$ cat config.mk
export PLATFORM = sky130hd
export DESIGN_NAME = id_stage
export DESIGN_NICKNAME = d
export VERILOG_FILES = /design/src/logic/id_pkg.sv /design/src/logic/id_decoder.sv /design/src/logic/id_operand_mux.sv /design/src/logic/id_issue_ctrl.sv /design/src/logic/id_stage.sv
export SDC_FILE = /design/constraint.sdc
export NUM_CORES = 1
export LEC_CHECK = 0
export BUFFER_PORTS_ARGS = -buffer_cell sky130_fd_sc_hd__buf_2
export CAP_MARGIN = 20
export CORE_AREA = 8 8 111 72
export DETAILED_ROUTE_END_ITERATION = 12
export DIE_AREA = 0 0 119 80
export PLACE_DENSITY = 0.81
export SYNTH_ARGS = -nofsm -noshare
export SYNTH_HDL_FRONTEND = slang
export SYNTH_SLANG_ARGS = --single-unit
$ cat constraint.sdc
create_clock -name clk_i -period 2.82 [get_ports clk_i]
set_input_delay 0.564 -clock clk_i [delete_from_list [all_inputs] [get_ports clk_i]]
set_output_delay 0.564 -clock clk_i [all_outputs]
set_load 0.02 [all_outputs]
$ cat src/logic/id_pkg.sv
// Decode and issue stage definitions
// Shared widths, RV32I opcodes, select encodings and the control,
// ALU and memory request structs used across the stage
`default_nettype none

package id_pkg;

  typedef logic [31:0] word_t;
  typedef logic [4:0]  reg_addr_t;
  typedef logic [6:0]  opcode_t;

  // Supported major opcodes
  localparam opcode_t OPC_OP     = 7'h33;
  localparam opcode_t OPC_OP_IMM = 7'h13;
  localparam opcode_t OPC_LUI    = 7'h37;
  localparam opcode_t OPC_AUIPC  = 7'h17;
  localparam opcode_t OPC_LOAD   = 7'h03;
  localparam opcode_t OPC_STORE  = 7'h23;
  localparam opcode_t OPC_BRANCH = 7'h63;
  localparam opcode_t OPC_JAL    = 7'h6f;
  localparam opcode_t OPC_JALR   = 7'h67;

  // No compressed support so the PC always steps by a full word
  localparam word_t INSTR_INCR = 32'd4;

  typedef enum logic [4:0] {
    ALU_ADD, ALU_SUB, ALU_XOR, ALU_OR, ALU_AND,
    ALU_SLL, ALU_SRL, ALU_SRA, ALU_SLT, ALU_SLTU,
    // Comparisons for conditional branches
    ALU_EQ, ALU_NE, ALU_LT, ALU_GE, ALU_LTU, ALU_GEU
  } alu_op_e;

  typedef enum logic [1:0] {OP_A_REG_A, OP_A_CURRPC, OP_A_ZERO} op_a_sel_e;

  typedef enum logic {OP_B_REG_B, OP_B_IMM} op_b_sel_e;

  typedef enum logic [2:0] {
    IMM_B_I, IMM_B_S, IMM_B_B, IMM_B_U, IMM_B_J, IMM_B_INCR_PC
  } imm_b_sel_e;

  typedef enum logic [1:0] {LSU_WORD, LSU_HALF, LSU_BYTE} lsu_type_e;

  typedef enum logic {FIRST_CYCLE, MULTI_CYCLE} id_fsm_e;

  // Decoded control of the instruction in the stage
  typedef struct packed {
    alu_op_e    alu_op;
    op_a_sel_e  op_a_sel;
    op_b_sel_e  op_b_sel;
    imm_b_sel_e imm_b_sel;
    logic       rf_we;
    logic       lsu_req;
    logic       lsu_we;
    lsu_type_e  lsu_type;
    logic       lsu_sign_ext;
    logic       branch;
    logic       jump;
    logic       illegal;
  } id_ctrl_t;

  // Request to the external ALU
  typedef struct packed {
    alu_op_e operator;
    word_t   operand_a;
    word_t   operand_b;
  } alu_req_t;

  // Request to the load/store unit
  typedef struct packed {
    logic      req;
    logic      we;
    lsu_type_e data_type;
    logic      sign_ext;
    word_t     wdata;
  } lsu_req_t;

endpackage

`default_nettype wire

$ cat src/logic/id_decoder.sv
// Instruction decoder
// Maps opcode, funct3 and funct7 to the ALU operator, operand selects and
// memory controls, and flags unsupported encodings as illegal
`default_nettype none

module id_decoder import id_pkg::*; (
  input  word_t     instr_rdata_i,
  input  logic      instr_first_cycle_i,
  output id_ctrl_t  ctrl_o,
  output reg_addr_t rf_raddr_a_o,
  output reg_addr_t rf_raddr_b_o,
  output reg_addr_t rf_waddr_o
);

  opcode_t    opcode;
  logic [2:0] funct3;
  logic [6:0] funct7;

  assign opcode = instr_rdata_i[6:0];
  assign funct3 = instr_rdata_i[14:12];
  assign funct7 = instr_rdata_i[31:25];

  assign rf_raddr_a_o = instr_rdata_i[19:15];
  assign rf_raddr_b_o = instr_rdata_i[24:20];
  assign rf_waddr_o   = instr_rdata_i[11:7];

  always_comb begin
    ctrl_o              = '0;
    ctrl_o.alu_op       = ALU_ADD;
    ctrl_o.op_a_sel     = OP_A_REG_A;
    ctrl_o.op_b_sel     = OP_B_IMM;
    ctrl_o.imm_b_sel    = IMM_B_I;
    ctrl_o.lsu_type     = LSU_WORD;

    unique case (opcode)
      //////////////////////////////////////////////////////////
      // Arithmetic and logic
      //////////////////////////////////////////////////////////
      OPC_OP: begin
        ctrl_o.op_b_sel = OP_B_REG_B;
        ctrl_o.rf_we    = 1'b1;
        unique case ({funct7, funct3})
          {7'h00, 3'b000}: ctrl_o.alu_op = ALU_ADD;
          {7'h20, 3'b000}: ctrl_o.alu_op = ALU_SUB;
          {7'h00, 3'b001}: ctrl_o.alu_op = ALU_SLL;
          {7'h00, 3'b010}: ctrl_o.alu_op = ALU_SLT;
          {7'h00, 3'b011}: ctrl_o.alu_op = ALU_SLTU;
          {7'h00, 3'b100}: ctrl_o.alu_op = ALU_XOR;
          {7'h00, 3'b101}: ctrl_o.alu_op = ALU_SRL;
          {7'h20, 3'b101}: ctrl_o.alu_op = ALU_SRA;
          {7'h00, 3'b110}: ctrl_o.alu_op = ALU_OR;
          {7'h00, 3'b111}: ctrl_o.alu_op = ALU_AND;
          default:         ctrl_o.illegal = 1'b1;
        endcase
      end

      OPC_OP_IMM: begin
        ctrl_o.rf_we = 1'b1;
        unique case (funct3)
          3'b000: ctrl_o.alu_op = ALU_ADD;
          3'b010: ctrl_o.alu_op = ALU_SLT;
          3'b011: ctrl_o.alu_op = ALU_SLTU;
          3'b100: ctrl_o.alu_op = ALU_XOR;
          3'b110: ctrl_o.alu_op = ALU_OR;
          3'b111: ctrl_o.alu_op = ALU_AND;
          3'b001: begin
            ctrl_o.alu_op  = ALU_SLL;
            ctrl_o.illegal = (funct7 != 7'h00);
          end
          default: begin
            // funct7 picks a logical or arithmetic right shift
            ctrl_o.alu_op  = (funct7 == 7'h20) ? ALU_SRA : ALU_SRL;
            ctrl_o.illegal = (funct7 != 7'h00) && (funct7 != 7'h20);
          end
        endcase
      end

      OPC_LUI: begin
        ctrl_o.op_a_sel  = OP_A_ZERO;
        ctrl_o.imm_b_sel = IMM_B_U;
        ctrl_o.rf_we     = 1'b1;
      end

      OPC_AUIPC: begin
        ctrl_o.op_a_sel  = OP_A_CURRPC;
        ctrl_o.imm_b_sel = IMM_B_U;
        ctrl_o.rf_we     = 1'b1;
      end

      //////////////////////////////////////////////////////////
      // Memory access at rs1 plus offset
      //////////////////////////////////////////////////////////
      OPC_LOAD, OPC_STORE: begin
        ctrl_o.lsu_req      = 1'b1;
        ctrl_o.lsu_we       = (opcode == OPC_STORE);
        ctrl_o.rf_we        = (opcode == OPC_LOAD);
        ctrl_o.imm_b_sel    = (opcode == OPC_STORE) ? IMM_B_S : IMM_B_I;
        ctrl_o.lsu_sign_ext = ~funct3[2];
        unique case (funct3[1:0])
          2'b00:   ctrl_o.lsu_type = LSU_BYTE;
          2'b01:   ctrl_o.lsu_type = LSU_HALF;
          2'b10:   ctrl_o.lsu_type = LSU_WORD;
          default: ctrl_o.illegal  = 1'b1;
        endcase
        // Unsigned variants exist for loads of bytes and halves only
        if (funct3[2] && (opcode == OPC_STORE || funct3[1])) begin
          ctrl_o.illegal = 1'b1;
        end
      end

      //////////////////////////////////////////////////////////
      // Control transfer
      //////////////////////////////////////////////////////////
      OPC_BRANCH: begin
        ctrl_o.branch = 1'b1;
        if (instr_first_cycle_i) begin
          // Compare rs1 against rs2
          ctrl_o.op_b_sel = OP_B_REG_B;
          unique case (funct3)
            3'b000:  ctrl_o.alu_op  = ALU_EQ;
            3'b001:  ctrl_o.alu_op  = ALU_NE;
            3'b100:  ctrl_o.alu_op  = ALU_LT;
            3'b101:  ctrl_o.alu_op  = ALU_GE;
            3'b110:  ctrl_o.alu_op  = ALU_LTU;
            3'b111:  ctrl_o.alu_op  = ALU_GEU;
            default: ctrl_o.illegal = 1'b1;
          endcase
        end else begin
          // Branch target
          ctrl_o.op_a_sel  = OP_A_CURRPC;
          ctrl_o.imm_b_sel = IMM_B_B;
          ctrl_o.illegal   = (funct3[2:1] == 2'b01);
        end
      end

      OPC_JAL, OPC_JALR: begin
        ctrl_o.jump  = 1'b1;
        ctrl_o.rf_we = 1'b1;
        if (instr_first_cycle_i) begin
          ctrl_o.op_a_sel  = (opcode == OPC_JAL) ? OP_A_CURRPC : OP_A_REG_A;
          ctrl_o.imm_b_sel = (opcode == OPC_JAL) ? IMM_B_J : IMM_B_I;
        end else begin
          // Link value
          ctrl_o.op_a_sel  = OP_A_CURRPC;
          ctrl_o.imm_b_sel = IMM_B_INCR_PC;
        end
        ctrl_o.illegal = (opcode == OPC_JALR) && (funct3 != 3'b000);
      end

      default: ctrl_o.illegal = 1'b1;
    endcase

    // An illegal instruction has no side effects
    if (ctrl_o.illegal) begin
      ctrl_o.rf_we   = 1'b0;
      ctrl_o.lsu_req = 1'b0;
      ctrl_o.branch  = 1'b0;
      ctrl_o.jump    = 1'b0;
    end
  end

endmodule

`default_nettype wire

$ cat src/logic/id_operand_mux.sv
// Operand selection
// Extracts the immediates and selects ALU operands A and B and the store data
`default_nettype none

module id_operand_mux import id_pkg::*; (
  input  word_t    instr_rdata_i,
  input  word_t    pc_id_i,
  input  word_t    rf_rdata_a_i,
  input  word_t    rf_rdata_b_i,
  input  id_ctrl_t ctrl_i,
  output alu_req_t alu_o,
  output word_t    lsu_wdata_o
);

  word_t imm_i_type;
  word_t imm_s_type;
  word_t imm_b_type;
  word_t imm_u_type;
  word_t imm_j_type;
  word_t imm_b;

  ////////////////////////////////////////////////////////////
  // Immediates with the sign taken from bit 31
  ////////////////////////////////////////////////////////////
  assign imm_i_type = {{20{instr_rdata_i[31]}}, instr_rdata_i[31:20]};
  assign imm_s_type = {{20{instr_rdata_i[31]}}, instr_rdata_i[31:25], instr_rdata_i[11:7]};
  assign imm_b_type = {{19{instr_rdata_i[31]}}, instr_rdata_i[31], instr_rdata_i[7],
                       instr_rdata_i[30:25], instr_rdata_i[11:8], 1'b0};
  assign imm_u_type = {instr_rdata_i[31:12], 12'h000};
  assign imm_j_type = {{12{instr_rdata_i[31]}}, instr_rdata_i[19:12], instr_rdata_i[20],
                       instr_rdata_i[30:21], 1'b0};

  always_comb begin
    unique case (ctrl_i.imm_b_sel)
      IMM_B_I:       imm_b = imm_i_type;
      IMM_B_S:       imm_b = imm_s_type;
      IMM_B_B:       imm_b = imm_b_type;
      IMM_B_U:       imm_b = imm_u_type;
      IMM_B_J:       imm_b = imm_j_type;
      default:       imm_b = INSTR_INCR;
    endcase
  end

  ////////////////////////////////////////////////////////////
  // Operand muxes
  ////////////////////////////////////////////////////////////
  always_comb begin
    unique case (ctrl_i.op_a_sel)
      OP_A_REG_A:  alu_o.operand_a = rf_rdata_a_i;
      OP_A_CURRPC: alu_o.operand_a = pc_id_i;
      default:     alu_o.operand_a = '0;
    endcase
  end

  assign alu_o.operand_b = (ctrl_i.op_b_sel == OP_B_IMM) ? imm_b : rf_rdata_b_i;
  assign alu_o.operator  = ctrl_i.alu_op;

  // Stores always write rs2
  assign lsu_wdata_o = rf_rdata_b_i;

endmodule

`default_nettype wire

$ cat src/logic/id_issue_ctrl.sv
// Issue control
// Two-state FSM that stalls loads, stores, taken branches and jumps, and
// gates the register write, memory request and PC set with completion
`default_nettype none

module id_issue_ctrl import id_pkg::*; (
  input  logic     clk_i,
  input  logic     rst_ni,
  input  logic     instr_valid_i,
  input  logic     branch_decision_i,
  input  logic     lsu_valid_i,
  input  id_ctrl_t ctrl_i,
  output logic     instr_first_cycle_o,
  output logic     lsu_req_o,
  output logic     rf_we_o,
  output logic     pc_set_o,
  output logic     instr_done_o,
  output logic     illegal_insn_o
);

  id_fsm_e fsm_q, fsm_d;
  logic    branch_set_d, branch_set_q;
  logic    stall_mem, stall_branch, stall_jump;
  logic    multicycle_done;

  assign instr_first_cycle_o = instr_valid_i & (fsm_q == FIRST_CYCLE);

  // Only a memory access waits for the LSU response to finish
  assign multicycle_done = ctrl_i.lsu_req ? lsu_valid_i : 1'b1;

  // Stall the first cycle of a memory access and then until it returns
  assign stall_mem = instr_valid_i & ctrl_i.lsu_req & (instr_first_cycle_o | ~lsu_valid_i);

  ////////////////////////////////////////////////////////////
  // Issue FSM
  ////////////////////////////////////////////////////////////
  always_comb begin
    fsm_d        = fsm_q;
    stall_branch = 1'b0;
    stall_jump   = 1'b0;
    branch_set_d = 1'b0;

    if (instr_valid_i) begin
      unique case (fsm_q)
        FIRST_CYCLE: begin
          if (ctrl_i.lsu_req) begin
            fsm_d = MULTI_CYCLE;
          end else if (ctrl_i.branch) begin
            // Taken branch needs a second cycle for the target
            fsm_d        = branch_decision_i ? MULTI_CYCLE : FIRST_CYCLE;
            stall_branch = branch_decision_i;
            branch_set_d = branch_decision_i;
          end else if (ctrl_i.jump) begin
            // Link value follows in the second cycle
            fsm_d      = MULTI_CYCLE;
            stall_jump = 1'b1;
          end
        end
        default: begin
          if (multicycle_done) begin
            fsm_d = FIRST_CYCLE;
          end
        end
      endcase
    end
  end

  always_ff @(posedge clk_i or negedge rst_ni) begin
    if (!rst_ni) begin
      fsm_q        <= FIRST_CYCLE;
      branch_set_q <= 1'b0;
    end else begin
      fsm_q        <= fsm_d;
      branch_set_q <= branch_set_d;
    end
  end

  assign instr_done_o   = instr_valid_i & ~(stall_mem | stall_branch | stall_jump);
  assign rf_we_o        = ctrl_i.rf_we & instr_done_o;
  assign lsu_req_o      = ctrl_i.lsu_req & instr_first_cycle_o;
  assign illegal_insn_o = instr_valid_i & ctrl_i.illegal;

  // Jumps redirect in cycle 1 and taken branches one cycle later
  assign pc_set_o = instr_valid_i & (branch_set_q | (instr_first_cycle_o & ctrl_i.jump));

endmodule

`default_nettype wire

$ cat src/logic/id_stage.sv
// Instruction decode and issue stage
// Decodes one RV32I instruction, drives the ALU and LSU requests and
// sequences multicycle instructions for a two-stage core
`default_nettype none

module id_stage import id_pkg::*; (
  input  logic      clk_i,
  input  logic      rst_ni,

  // Fetch side
  input  logic      instr_valid_i,
  input  word_t     instr_rdata_i,
  input  word_t     pc_id_i,
  output logic      instr_done_o,
  output logic      pc_set_o,
  output logic      illegal_insn_o,

  // Register file
  output reg_addr_t rf_raddr_a_o,
  output reg_addr_t rf_raddr_b_o,
  input  word_t     rf_rdata_a_i,
  input  word_t     rf_rdata_b_i,
  output reg_addr_t rf_waddr_o,
  output logic      rf_we_o,

  // Execute
  output alu_req_t  alu_o,
  input  logic      branch_decision_i,
  output lsu_req_t  lsu_o,
  input  logic      lsu_valid_i
);

  id_ctrl_t ctrl;
  logic     instr_first_cycle;
  logic     lsu_req;
  word_t    lsu_wdata;

  id_decoder u_decoder (
    .instr_rdata_i       (instr_rdata_i),
    .instr_first_cycle_i (instr_first_cycle),
    .ctrl_o              (ctrl),
    .rf_raddr_a_o        (rf_raddr_a_o),
    .rf_raddr_b_o        (rf_raddr_b_o),
    .rf_waddr_o          (rf_waddr_o)
  );

  id_operand_mux u_operand_mux (
    .instr_rdata_i (instr_rdata_i),
    .pc_id_i       (pc_id_i),
    .rf_rdata_a_i  (rf_rdata_a_i),
    .rf_rdata_b_i  (rf_rdata_b_i),
    .ctrl_i        (ctrl),
    .alu_o         (alu_o),
    .lsu_wdata_o   (lsu_wdata)
  );

  id_issue_ctrl u_issue_ctrl (
    .clk_i               (clk_i),
    .rst_ni              (rst_ni),
    .instr_valid_i       (instr_valid_i),
    .branch_decision_i   (branch_decision_i),
    .lsu_valid_i         (lsu_valid_i),
    .ctrl_i              (ctrl),
    .instr_first_cycle_o (instr_first_cycle),
    .lsu_req_o           (lsu_req),
    .rf_we_o             (rf_we_o),
    .pc_set_o            (pc_set_o),
    .instr_done_o        (instr_done_o),
    .illegal_insn_o      (illegal_insn_o)
  );

  // Memory request fields
  assign lsu_o.req       = lsu_req;
  assign lsu_o.we        = ctrl.lsu_we;
  assign lsu_o.data_type = ctrl.lsu_type;
  assign lsu_o.sign_ext  = ctrl.lsu_sign_ext;
  assign lsu_o.wdata     = lsu_wdata;

endmodule

`default_nettype wire

[Yosys cells after proc, flatten, opt, wreduce, memory -nomap -nowiden]
Cells that the tools add are included.
Operators by class
  reductions and logical operators: 19
  mux-type cells: 49
  bitwise gates (word level): 17
  equality and inequality tests: 35
Operators with widths (count)
  $pmux 32 s5: 1
  $pmux 32 s2: 1
  $eq 10x3->1 const B: 4
  $pmux 4 s9: 1
  $pmux 5 s7: 1
  $mux 32: 1
  $eq 7x6->1 const B: 4
  $mux 1: 27
  $pmux 4 s6: 1
  $eq 7x7->1 const B: 3
  $eq 10x2->1 const B: 2
  $eq 10x9->1 const B: 2
  $reduce_or 6->1: 3
  $eq 3x3->1 const B: 5
  $pmux 5 s3: 1
  $eq 7x5->1 const B: 2
  $eq 3x2->1 const B: 4
  $pmux 3 s4: 1
  $eq 10x1->1 const B: 1
  $logic_not 10->1: 1
  $mux 5: 2
  $reduce_or 10->1: 1
  $and 1x1->1: 9
  $mux 2: 4
  other kinds (20): 38
Word-level totals
  bits of input ports: 133
  word-level logic and storage cells: 122
  bits in registers: 2
  output and inout port bits: 125

[Depth between registers and ports, before layout]
  word-level depth: 15
  gate-level depth with buffers: 9
  gate-level depth less buffers: 7

[Modules after synthesis]
A second synthesis with hierarchy kept.
Unflattened totals
  cells, all modules: 324
  area, all modules: 2154.6 um^2
Modules (own cells, without submodules)
  id_operand_mux: instances 1, sequential area each 0.0 um^2, area an instance 1330.0 um^2, cells each 200
  id_decoder: instances 1, sequential area each 0.0 um^2, area an instance 658.1 um^2, cells each 105
  id_issue_ctrl: instances 1, sequential area each 50.0 um^2, area an instance 158.9 um^2, cells each 18
  id_stage: instances 1, sequential area each 0.0 um^2, area an instance 7.5 um^2, cells each 1

[Least setup slack after synthesis]
OpenSTA, ideal clock, no wires.
  path type: input to output
  from: input instr_rdata_i[14]
  to: output rf_we_o
  slack: 0.031 ns
  stages on the path: 8
  path buffers: 1
  arrival time: 2.225 ns
  data required time: 2.256 ns
  cells stage by stage: buf_1 -> inv_1 -> ha_1 -> nor2_1 -> or4b_1 -> a31oi_2 -> nor3_2 -> nor3b_1
Between the ends
  cells in the longest elaborated chain, start to end: 15
  elaborated cells on any way between the ends: 49
  those cells by class: eq/ne (17); mux (17); bitwise (7); reduce/logical (8)
Ends and longest elaborated chain
  from (decl): line id_stage.sv:12  | input word_t instr_rdata_i,
  $eq 3x1->1 (tied with other cells): line id_decoder.sv:59, id_decoder.sv:119
  $reduce_or 6->1 (no line)
  $mux 1: line id_decoder.sv:119  | unique case (funct3)
  $mux 1: line id_decoder.sv:116  | if (instr_first_cycle_i) begin
  $pmux 1 s6 *: line id_decoder.sv:35  | unique case (opcode)
  $mux 2: line id_decoder.sv:154  | if (ctrl_o.illegal) begin
  $mux 1 (on tied branches): line id_issue_ctrl.sv:48, id_issue_ctrl.sv:53
  $mux 1 (on tied branches): line id_issue_ctrl.sv:46, id_issue_ctrl.sv:48
  $mux 1 (on tied branches): line id_issue_ctrl.sv:44, id_issue_ctrl.sv:46
  $mux 1 (on tied branches): line id_issue_ctrl.sv:43, id_issue_ctrl.sv:44
  $or 1x1->1 / $mux 1 (equally long branches): line id_issue_ctrl.sv:78, id_issue_ctrl.sv:43
  $or 1x1->1: line id_issue_ctrl.sv:78  | assign instr_done_o = instr_valid_i & ~(stall_mem | stall_branch | stall_jump);
  $not 1->1: line id_issue_ctrl.sv:78
  $and 1x1->1: line id_issue_ctrl.sv:78
  $and 1x1->1 *: line id_issue_ctrl.sv:79  | assign rf_we_o = ctrl_i.rf_we & instr_done_o;
  to (decl): line id_stage.sv:24  | output logic rf_we_o,
Mark *: on every way between the ends. The rest lies on a longest branch, timed or not.

[Worst setup path after layout]
  from: input instr_rdata_i[28]
  to: output illegal_insn_o
Between the ends
  cells in the longest elaborated chain, start to end: 5
  elaborated cells on any way between the ends: 18
  those cells by class: eq/ne (10); mux (3); bitwise (1); reduce/logical (4)
Ends and longest elaborated chain
  $eq 10x9->1 (tied with other cells): line id_decoder.sv:42  | unique case ({funct7, funct3})
  $reduce_or 10->1 (no line) / $logic_and 1x1->1 (equally long branches)
  $mux 1 / $pmux 1 s2 (equally long branches): line id_decoder.sv:42, id_decoder.sv:59
  $pmux 1 s6 *: line id_decoder.sv:35
  $and 1x1->1 *: line id_issue_ctrl.sv:81  | assign illegal_insn_o = instr_valid_i & ctrl_i.illegal;
  to (decl): line id_stage.sv:16  | output logic illegal_insn_o,
Marks and branches as above.

==> summary.txt <==
Status: finished clean
Global Route Usage Sum: 0.210
Synth Flop Type: dfrtp_1
WL per Instance: 19.3 um
Die Width: 119 um
Non-Filler Instances: 592
Synthesized instance count: 282
Setup violations, final: 0
Layout cells sized above 1: 0.624
Port bufs: 256
Sequential area share after synthesis: 0.0247
Cell row count: 23
Vias/cell: 5.28
Antenna cells: 0
Clk sinks: 2
Largest net degree at the start of global routing: 33
Worst r2r path cells: 4
PwrDens: 201 nW/um^2
First-pass DRT Iterations: 4
H-Tree Depth: 1
First-pass GRT wire length: 16600 um
Final Max Slew Viols: 0
Commonest non-fill, non-tap cell in the layout: buf_2
Tightest Hold Check Type: input pin to async pin
Number of global-route vias before repair: 3265
Post-Syn Nets: 419
Initial antenna violation count: 0
Min Tclk post-route: 2.77 ns
Flops & latches, synth: 2
ANT nets after route: 0
GPL Wtd Cong: 0.896
Most frequent cells in the layout: buf_2, a22o_1, buf_4
Final wirelength: 11400 um
Fin Hold WS: 0.136 ns
DP HPWL: 9900 um
Die ar.: 9520 um^2
FF-to-FF End: u_issue_ctrl.branch_set_q
Clock Tree Buf Depth: 2
Yosys cell types: 64
Avg Synthesized Cell Area: 7.18 um^2
Core area: 6420 um^2
Netlist Area Pre-Place: 2020 um^2
Class of the most critical setup path: input pin to output port
Post-synth EDFFs: 0
Startpoint Class: input pin
Final Hold Viols: 0
Die height: 80 um
Post-route DRC: 0
Layout area overhead: 66.1%
Root buf cell: clkbuf_8
Leakage power: 1.93 nW
Final Skew: 0.00152 ns
Data arrival, critical path: 2.21 ns
Kind of end point of the critical path: output port
Reg2Reg Launch Point: u_issue_ctrl.fsm_q
RSZ-0062 raised after global routing: true
Fmax: 360 MHz
CTS Buf Count: 3
Worst EP required: 2.26 ns
Max-cap violations: 0
GRT overflow: 0
Ys async rst share: 1.00
DR iter-0 viols: 111
Maximum vdd drop: 0.000129 V
Via count: 3127
Yosys Warn Count: 0
Layout Nets: 644
Clock slew at reported path FFs: 0.03 ns
Initial core utilization: 0.315
Setup slack, reg-to-reg: 1.40 ns
Worst-skew pair later-pin latency: 0.21 ns
Ports: 258
Tcrit/Tclk final: 0.984
CTS tree: yes
Crit-path max FO: 4
DP Cell Count: 589
==> worst max-delay path, cell delays in order <==
cell	delay [ns]
buf_2	0.11
or4_4	0.54
nor3_4	0.22
nor2_2	0.06
o21ba_4	0.23
o41a_1	0.31
buf_4	0.16
==> synth_stat cells (2+ instances only) <==
cell type | n | area [um^2]
buf_4 | 51 | 383
a22o_1 | 43 | 377
nand2_1 | 24 | 90.1
nor2_1 | 16 | 60.1
a221o_1 | 13 | 130
o21ai_0 | 10 | 50.1
clkbuf_1 | 9 | 33.8
a22oi_1 | 8 | 60.1
a21oi_1 | 7 | 35.0
inv_1 | 7 | 26.3
nand3_1 | 7 | 35.0
nor3_1 | 7 | 35.0
buf_2 | 6 | 30.0
a21o_1 | 4 | 30.0
and2_1 | 4 | 25.0
ha_1 | 4 | 50.1
and4b_1 | 3 | 30.0
nor2b_1 | 3 | 18.8
nor3_2 | 3 | 30.0
dfrtp_1 | 2 | 50.1
nand2b_1 | 2 | 12.5
nand4b_1 | 2 | 17.5
o211ai_1 | 2 | 15.0
o21a_1 | 2 | 15.0
o22ai_1 | 2 | 12.5
o31ai_1 | 2 | 15.0
or3_1 | 2 | 12.5
==> area by class of cell <==
type / count / area [um^2]
Multi-Input combinational cell: 205 / 1570
Inverter: 7 / 26.3
Fill cell: 655 / 3050
Tap cell: 87 / 109
Sequential cell: 2 / 50.0
Clock buffer: 3 / 41.3
Timing Repair Buffer: 288 / 1570
==> worst max path at each step <==
stage / from / depth (start not counted) / endpoint / slack (ns)
final: instr_rdata_i[28] / 7 / illegal_insn_o / 0.05
after global routing: instr_rdata_i[2] / 8 / rf_we_o / -0.03
after CTS: instr_rdata_i[2] / 7 / alu_o[22] / 0.02
after detailed placement: instr_rdata_i[2] / 7 / pc_set_o / -0.02
after global placement: instr_rdata_i[2] / 7 / pc_set_o / 0.02
after floorplan: instr_rdata_i[14] / 8 / rf_we_o / 0.03
==> state kept, by name (all words and copies together), names as in the netlist <==
register                   cells
u_issue_ctrl.branch_set_q      1
u_issue_ctrl.fsm_q             1
==> timing repair <==
| item | in CTS | in global routing |
|---|---|---|
| resized for setup | 1 | 18 |
| pin swaps | 0 | 6 |
| hold buffers | 0 | 0 |
| buffers inserted | 0 | 0 |
| setup endpoints to repair | 1 | 25 |
==> cells by family (layout without fill, tap and decap cells) <==
family	Yosys count	after routing	synth area share
AOI/OAI and AO/OA	112	112	0.455
xor gates and xnor gates	1	1	0.00433
adders and majority gates	5	5	0.0297
buffers and inverters	75	298	0.241
DFF	2	2	0.0247
other	1	1	0.00185
and+or+nand+nor	86	86	0.243
==> power by group <==
part | switching (mW) | internal [mW] | leakage (nW)
Combinational | 0.316 | 0.216 | 1.88
Sequential | 0.0000762 | 0.0290 | 0.0279
Clock | 0.0233 | 0.0903 | 0.0216
Total | 0.339 | 0.335 | 1.93
==> stage by stage <==
| stage | setup TNS [ns] | cell area, um^2 | worst slack, ns | power, mW | util |
|---|---|---|---|---|---|
| global placement | 0 | 3250 | 0.0249 | 0.548 | 0.507 |
| detailed placement | -0.0155 | 3250 | -0.0155 | 0.553 | 0.507 |
| global route | -0.0576 | 3360 | -0.0301 | 0.718 | 0.524 |
| floorplan | 0 | 2020 | 0.0310 | 0.342 | - |
| CTS | 0 | 3300 | 0.0227 | 0.670 | 0.514 |
| finish | 0 | 3360 | 0.0456 | 0.675 | 0.524 |
==> per-layer routing <==
| layer | vias up | global-route usage | part of all wire |
|---|---|---|---|
| li1 | 1498 | - | - |
| met1 | 1454 | 0.225 | 0.38 |
| met2 | 165 | 0.386 | 0.50 |
| met3 | 10 | 0.0897 | 0.11 |
| met4 | 0 | 0.0289 | 0.0078 |
| met5 | - | 0 | 0 |
No activity file was read; power rests on OpenSTA's default activity.
